File: src/hdl/vis_pkg.sv
/* Vector issue stage shared definitions
   Opcodes carried to the execution stage and default sizes */

package vis_pkg;

    // ========================================
    // Opcodes
    // ========================================
    // Passed through untouched, decoded by the execution stage
    typedef enum logic [3:0] {
        VOP_ADD = 4'h0,
        VOP_SUB = 4'h1,
        VOP_AND = 4'h2,
        VOP_OR  = 4'h3,
        VOP_XOR = 4'h4,
        VOP_MUL = 4'h5
    } vis_op_e;

    // ========================================
    // Default sizes
    // ========================================
    localparam int DEF_VREGS    = 32;   // Architectural vector registers
    localparam int DEF_LANES    = 8;    // Must be a power of two
    localparam int DEF_DATA_W   = 32;   // Element width
    localparam int DEF_TICKET_W = 4;

endpackage

File: src/hdl/uop_expander.sv
/* Micro-op expander
   Walks an instruction in groups of LANES elements and drives the issue handshake */

`timescale 1ns/1ps

module uop_expander #(
    parameter int  VREGS = vis_pkg::DEF_VREGS,
    parameter int  LANES = vis_pkg::DEF_LANES,
    localparam int AW    = $clog2(VREGS),
    localparam int VLW   = $clog2(VREGS * LANES) + 1
) (
    input  logic             clk_i,
    input  logic             rstn_i,
    input  logic             instr_valid_i,
    input  logic [AW-1:0]    instr_src1_i,
    input  logic [AW-1:0]    instr_src2_i,
    input  logic [AW-1:0]    instr_dst_i,
    input  logic [VLW-1:0]   instr_vl_i,
    input  logic             issue_ready_i,
    input  logic             lanes_clear_i,
    output logic [AW-1:0]    src1_o,
    output logic [AW-1:0]    src2_o,
    output logic [AW-1:0]    dst_o,
    output logic [LANES-1:0] lane_therm_o,
    output logic             issue_fire_o,
    output logic             head_o,
    output logic             end_o,
    output logic [VLW-1:0]   remaining_vl_o,
    output logic             instr_ready_o
);

    localparam int LW = $clog2(LANES);

    logic [AW-1:0]  uop_cnt;        // Micro-ops already issued
    logic [VLW-1:0] done_elems;     // Elements covered before this micro-op
    logic [VLW-1:0] next_elems;     // Elements covered after it
    logic           last_uop;

    assign done_elems     = VLW'(uop_cnt) << LW;
    assign next_elems     = (VLW'(uop_cnt) + VLW'(1)) << LW;
    assign remaining_vl_o = instr_vl_i - done_elems;
    assign last_uop       = next_elems >= instr_vl_i;

    // Register numbers step by one per group
    assign src1_o = instr_src1_i + uop_cnt;
    assign src2_o = instr_src2_i + uop_cnt;
    assign dst_o  = instr_dst_i + uop_cnt;

    // Active lanes of the current group
    always_comb begin
        if (remaining_vl_o >= VLW'(LANES)) begin
            lane_therm_o = '1;
        end else begin
            lane_therm_o = ~({LANES{1'b1}} << remaining_vl_o);
        end
    end

    // ========================================
    // Issue handshake
    // ========================================
    assign issue_fire_o  = instr_valid_i & issue_ready_i & lanes_clear_i;
    assign head_o        = issue_fire_o & (uop_cnt == '0);
    assign end_o         = issue_fire_o & last_uop;
    assign instr_ready_o = end_o;   // Pop together with the last group

    always_ff @(posedge clk_i or negedge rstn_i) begin
        if (!rstn_i) begin
            uop_cnt <= '0;
        end else if (instr_ready_o) begin
            uop_cnt <= '0;
        end else if (issue_fire_o) begin
            uop_cnt <= uop_cnt + AW'(1);
        end
    end

endmodule

File: config.mk
export PLATFORM = sky130hd
export DESIGN_NAME = uop_expander
export DESIGN_NICKNAME = d
export VERILOG_FILES = /design/src/hdl/vis_pkg.sv /design/src/hdl/uop_expander.sv
export SDC_FILE = /design/constraint.sdc
export NUM_CORES = 1
export LEC_CHECK = 0
export BUFFER_PORTS_ARGS = -buffer_cell sky130_fd_sc_hd__buf_2
export CORE_MARGIN = 3
export CORE_UTILIZATION = 45
export CTS_BUF_LIST = sky130_fd_sc_hd__clkbuf_2 sky130_fd_sc_hd__clkbuf_4 sky130_fd_sc_hd__clkbuf_8
export DETAILED_ROUTE_END_ITERATION = 7
export GPL_ROUTABILITY_DRIVEN = 0
export PLACE_DENSITY = 0.8
export SETUP_SLACK_MARGIN = 0.4
export SYNTH_ARGS = -nofsm -noshare
export SYNTH_HDL_FRONTEND = slang
export SYNTH_SLANG_ARGS = --single-unit
File: constraint.sdc
create_clock -name clk_i -period 2.7 [get_ports clk_i]
set_input_delay 0.135 -clock clk_i [delete_from_list [all_inputs] [get_ports clk_i]]
set_output_delay 0.135 -clock clk_i [all_outputs]
set_load 0.05 [all_outputs]
==> flow_summary.json <==
{
  "layout_stage_area_growth_over_the_synthesis_result_pct": 59.6,
  "power.sequential.fraction": 0.067,
  "grt_start_max_net_pins": 10,
  "num_antenna_cells": 0,
  "clock_skew_ns": 0.00184,
  "timing.slew.headroom": 0.779,
  "status": "finished clean",
  "grt_pass1_vias": 1331,
  "dr.pass1.iters": 4,
  "switching_power_uw": 1680,
  "yosys_most_used_dff": "sky130_fd_sc_hd__dfrtp_1",
  "avgRoutedWirePerCell_um": 14.7,
  "power_leakage_uw": 0.00104,
  "ys_top_cells_by_count": "sky130_fd_sc_hd__inv_1, sky130_fd_sc_hd__ha_1, sky130_fd_sc_hd__xnor2_1",
  "finalWirelength_um": 3800,
  "die_height_um": 58.3,
  "clk_pin_slew_ns": 0.05,
  "post_drt_via_cell_ratio": 5.23,
  "clock_latency_ns": 0.24,
  "core_area_um2": 2540,
  "path_class": "reg -> out",
  "grt_util_all_layers": 0.207,
  "placed_cell_area_um2": 1660,
  "design_area_um2": 1970,
  "postLayoutSetupSlackWorst_ns": 0.220,
  "post_syn_area_um2": 1230,
  "die-area_um2": 3400,
  "timing.final.crit_share": 0.918,
  "ctsLongestPathBuffers": 2,
  "initial_core_util": 0.484,
  "seq_area_frac_synth": 0.102,
  "crit_path_max_fanout": 8,
  "worstPathBufferInverterCount": 2,
  "placement_rows": 18,
  "io_pins": 65,
  "slew_violations": 0,
  "synth.lib_cells_used.distinct": 34,
  "netlist.top_cell.by_area": "sky130_fd_sc_hd__ha_1",
  "initial_antenna_violation_count": 0,
  "detailroute.via_count": 1355,
  "crit_family": "adder cells",
  "layout-drive-gt1-share": 0.507,
  "tritoncts": "built",
  "die_x_um": 58.3,
  "detail_route.iter0.violations": 34,
  "final_hold_viol_count": 0,
  "worstPathRequired_ns": 2.57,
  "seq_cells_post_synth": 5,
  "root_buffer": "sky130_fd_sc_hd__clkbuf_4",
  "power.combinational.fraction": 0.896,
  "tritoncts.num_buffers": 3,
  "totalNegativeSetupSlack_ns": 0,
  "timing.critical_path.slowest_cell_delay_ns": 0.43,
  "mappedNetlistNets": 209,
  "timing.max_cap.violations": 0,
  "cp-end-kind": "output pin",
  "final_core_util": 0.773,
  "portBuffers": 64,
  "ant_nets": 0,
  "clock_sink_count": 5,
  "reg.largest.list": "uop_cnt x5",
  "synth_edf_count": 0,
  "crit_path_start_kind": "register",
  "setup_viol": 0,
  "postSynthAreaPerCell_um2": 8.16,
  "dp_slack_ns": 0.233,
  "synthArstFlopShare": 1.00,
  "max_frequency_ghz": 0.403,
  "netlist_top_cells_area": "sky130_fd_sc_hd__ha_1, sky130_fd_sc_hd__dfrtp_1, sky130_fd_sc_hd__xnor2_1",
  "path_cells": "ha_4, fa_2, nand2b_4, a21oi_4, xor2_4, nor4b_4, buf_6, o211ai_1, buf_4",
  "detail_route.drc_violations": 0,
  "synth_largest_type_area_fraction": 0.254,
  "cellInternalPower_uw": 999,
  "htree_num_levels": 1,
  "clockPowerShare": 0.037,
  "peakVddDrop_mv": 1.23,
  "synth_most_common_cell": "sky130_fd_sc_hd__inv_1",
  "hold_path_class": "in -> async",
  "worst_path_max_delay_cell": "sky130_fd_sc_hd__dfrtp_2",
  "power_density_nw_per_um2": 1360,
  "tightestPinTransition_ns": 0.328,
  "setup_repair_after_global_routing_missed_its_margin": "true",
  "syn_inst": 151,
  "nNetsFinal": 288,
  "grt_first_pass_wirelength_um": 5580,
  "largest_register_ffs": 5,
  "worst-endpoint-arrival_ns": 2.34,
  "sw_frac_of_total": 0.627,
  "dp_hpwl_um": 2840,
  "largest_register": "uop_cnt",
  "ys_warn_count": 0,
  "grt.overflow.total": 0,
  "post-route-min-period_ns": 2.48
}
[final cells by class]
| type | count | area [µm²] |
|---|---|---|
| Timing Repair Buffer | 79 | 520 |
| Multi-Input combinational cell | 114 | 1140 |
| Fill cell | 169 | 578 |
| Clock buffer | 4 | 30.0 |
| Inverter | 27 | 104 |
| Sequential cell | 5 | 131 |
| Tap cell | 30 | 37.5 |
[final timing paths]
kind                               startpoint         endpoint  slack, ns  depth (start not counted)
worst max-delay path               uop_cnt[0]  lane_therm_o[6]       0.22                          9
worst min-delay path                   rstn_i       uop_cnt[0]       0.23                          2
worst max register to register     uop_cnt[0]       uop_cnt[2]       0.54                         10
worst min register to register     uop_cnt[2]       uop_cnt[2]       0.67                          3
max in group asynchronous              rstn_i       uop_cnt[4]       2.33                          2
min in group clk_i              issue_ready_i       uop_cnt[0]       0.29                          3
[power by group through the flow]
| stage | Combinational [µW] | Clock (µW) | Sequential [µW] |
|---|---|---|---|
| floorplan | 1740 | 0 | 158 |
| global placement | 2070 | 0 | 188 |
| detailed placement | 2120 | 0 | 193 |
| CTS | 2210 | 101 | 185 |
| global route | 2540 | 105 | 182 |
| finish | 2400 | 99.2 | 179 |
[kinds of logic after synthesis]
group           Yosys count  synth area share
fa+ha+maj                29             0.319
xor+xnor                 18             0.128
simple gates             33             0.151
flops                     5             0.102
buf+inv                  32             0.110
compound gates           34             0.191
[layout by cell type (no fill, tap or decap), types with 2 or more instances in the layout]
cell	netlist	final
sky130_fd_sc_hd__nor3_1	3	3
sky130_fd_sc_hd__inv_1	26	23
sky130_fd_sc_hd__o21ai_2	0	2
sky130_fd_sc_hd__ha_4	0	5
sky130_fd_sc_hd__a21oi_2	0	3
sky130_fd_sc_hd__nor2_1	6	6
sky130_fd_sc_hd__buf_4	4	16
sky130_fd_sc_hd__xor2_1	5	4
sky130_fd_sc_hd__nand3_1	5	4
sky130_fd_sc_hd__inv_2	0	2
sky130_fd_sc_hd__xnor2_2	0	3
sky130_fd_sc_hd__and4_1	2	2
sky130_fd_sc_hd__a21o_1	7	7
sky130_fd_sc_hd__fa_1	4	2
sky130_fd_sc_hd__ha_1	25	19
sky130_fd_sc_hd__o21a_1	2	2
sky130_fd_sc_hd__clkbuf_4	0	4
sky130_fd_sc_hd__dfrtp_2	0	5
sky130_fd_sc_hd__a21oi_1	10	6
sky130_fd_sc_hd__o22ai_1	3	3
sky130_fd_sc_hd__buf_2	0	51
sky130_fd_sc_hd__buf_6	0	8
sky130_fd_sc_hd__buf_8	0	3
sky130_fd_sc_hd__fa_2	0	2
sky130_fd_sc_hd__o211ai_1	2	2
sky130_fd_sc_hd__xnor2_1	13	10
sky130_fd_sc_hd__nand2_1	9	9
[through the flow]
stage          hold WS, ns  total power (µW)  instances
2_1_floorplan       -0.161              1900        151
3_3_place_gp       -0.0478              2260        241
3_5_place_dp       -0.0455              2310        241
4_1_cts              0.229              2490        253
5_1_grt              0.228              2830        259
6_report             0.229              2670        259
[routing by layer]
layer	GRT usage	up-vias	routed length [µm]
met1	0.237	624	1520
met4	0.0728	0	48
li1	-	669	-
met2	0.394	56	2010
met5	0	-	0
met3	0.0175	6	224
[worst register-to-register path: cells and delay by family (launching register included)]
kind | cells | cell delay (ns)
adder cells (fa/ha/maj) | 2 | 0.55
buffers and inverters | 4 | 0.57
flip-flops | 1 | 0.43
AO/OA/AOI/OAI | 4 | 0.55
[what timing repair did]
item | CTS | global route
pin swaps | 5 | 11
endpoints found under the setup margin | 12 | 16
hold buffers | 1 | 0
resized for setup | 22 | 26
setup buffers | 7 | 6
endpoints found under the hold margin | 5 | 0
Note: power is estimated with default switching activity, not from simulation.
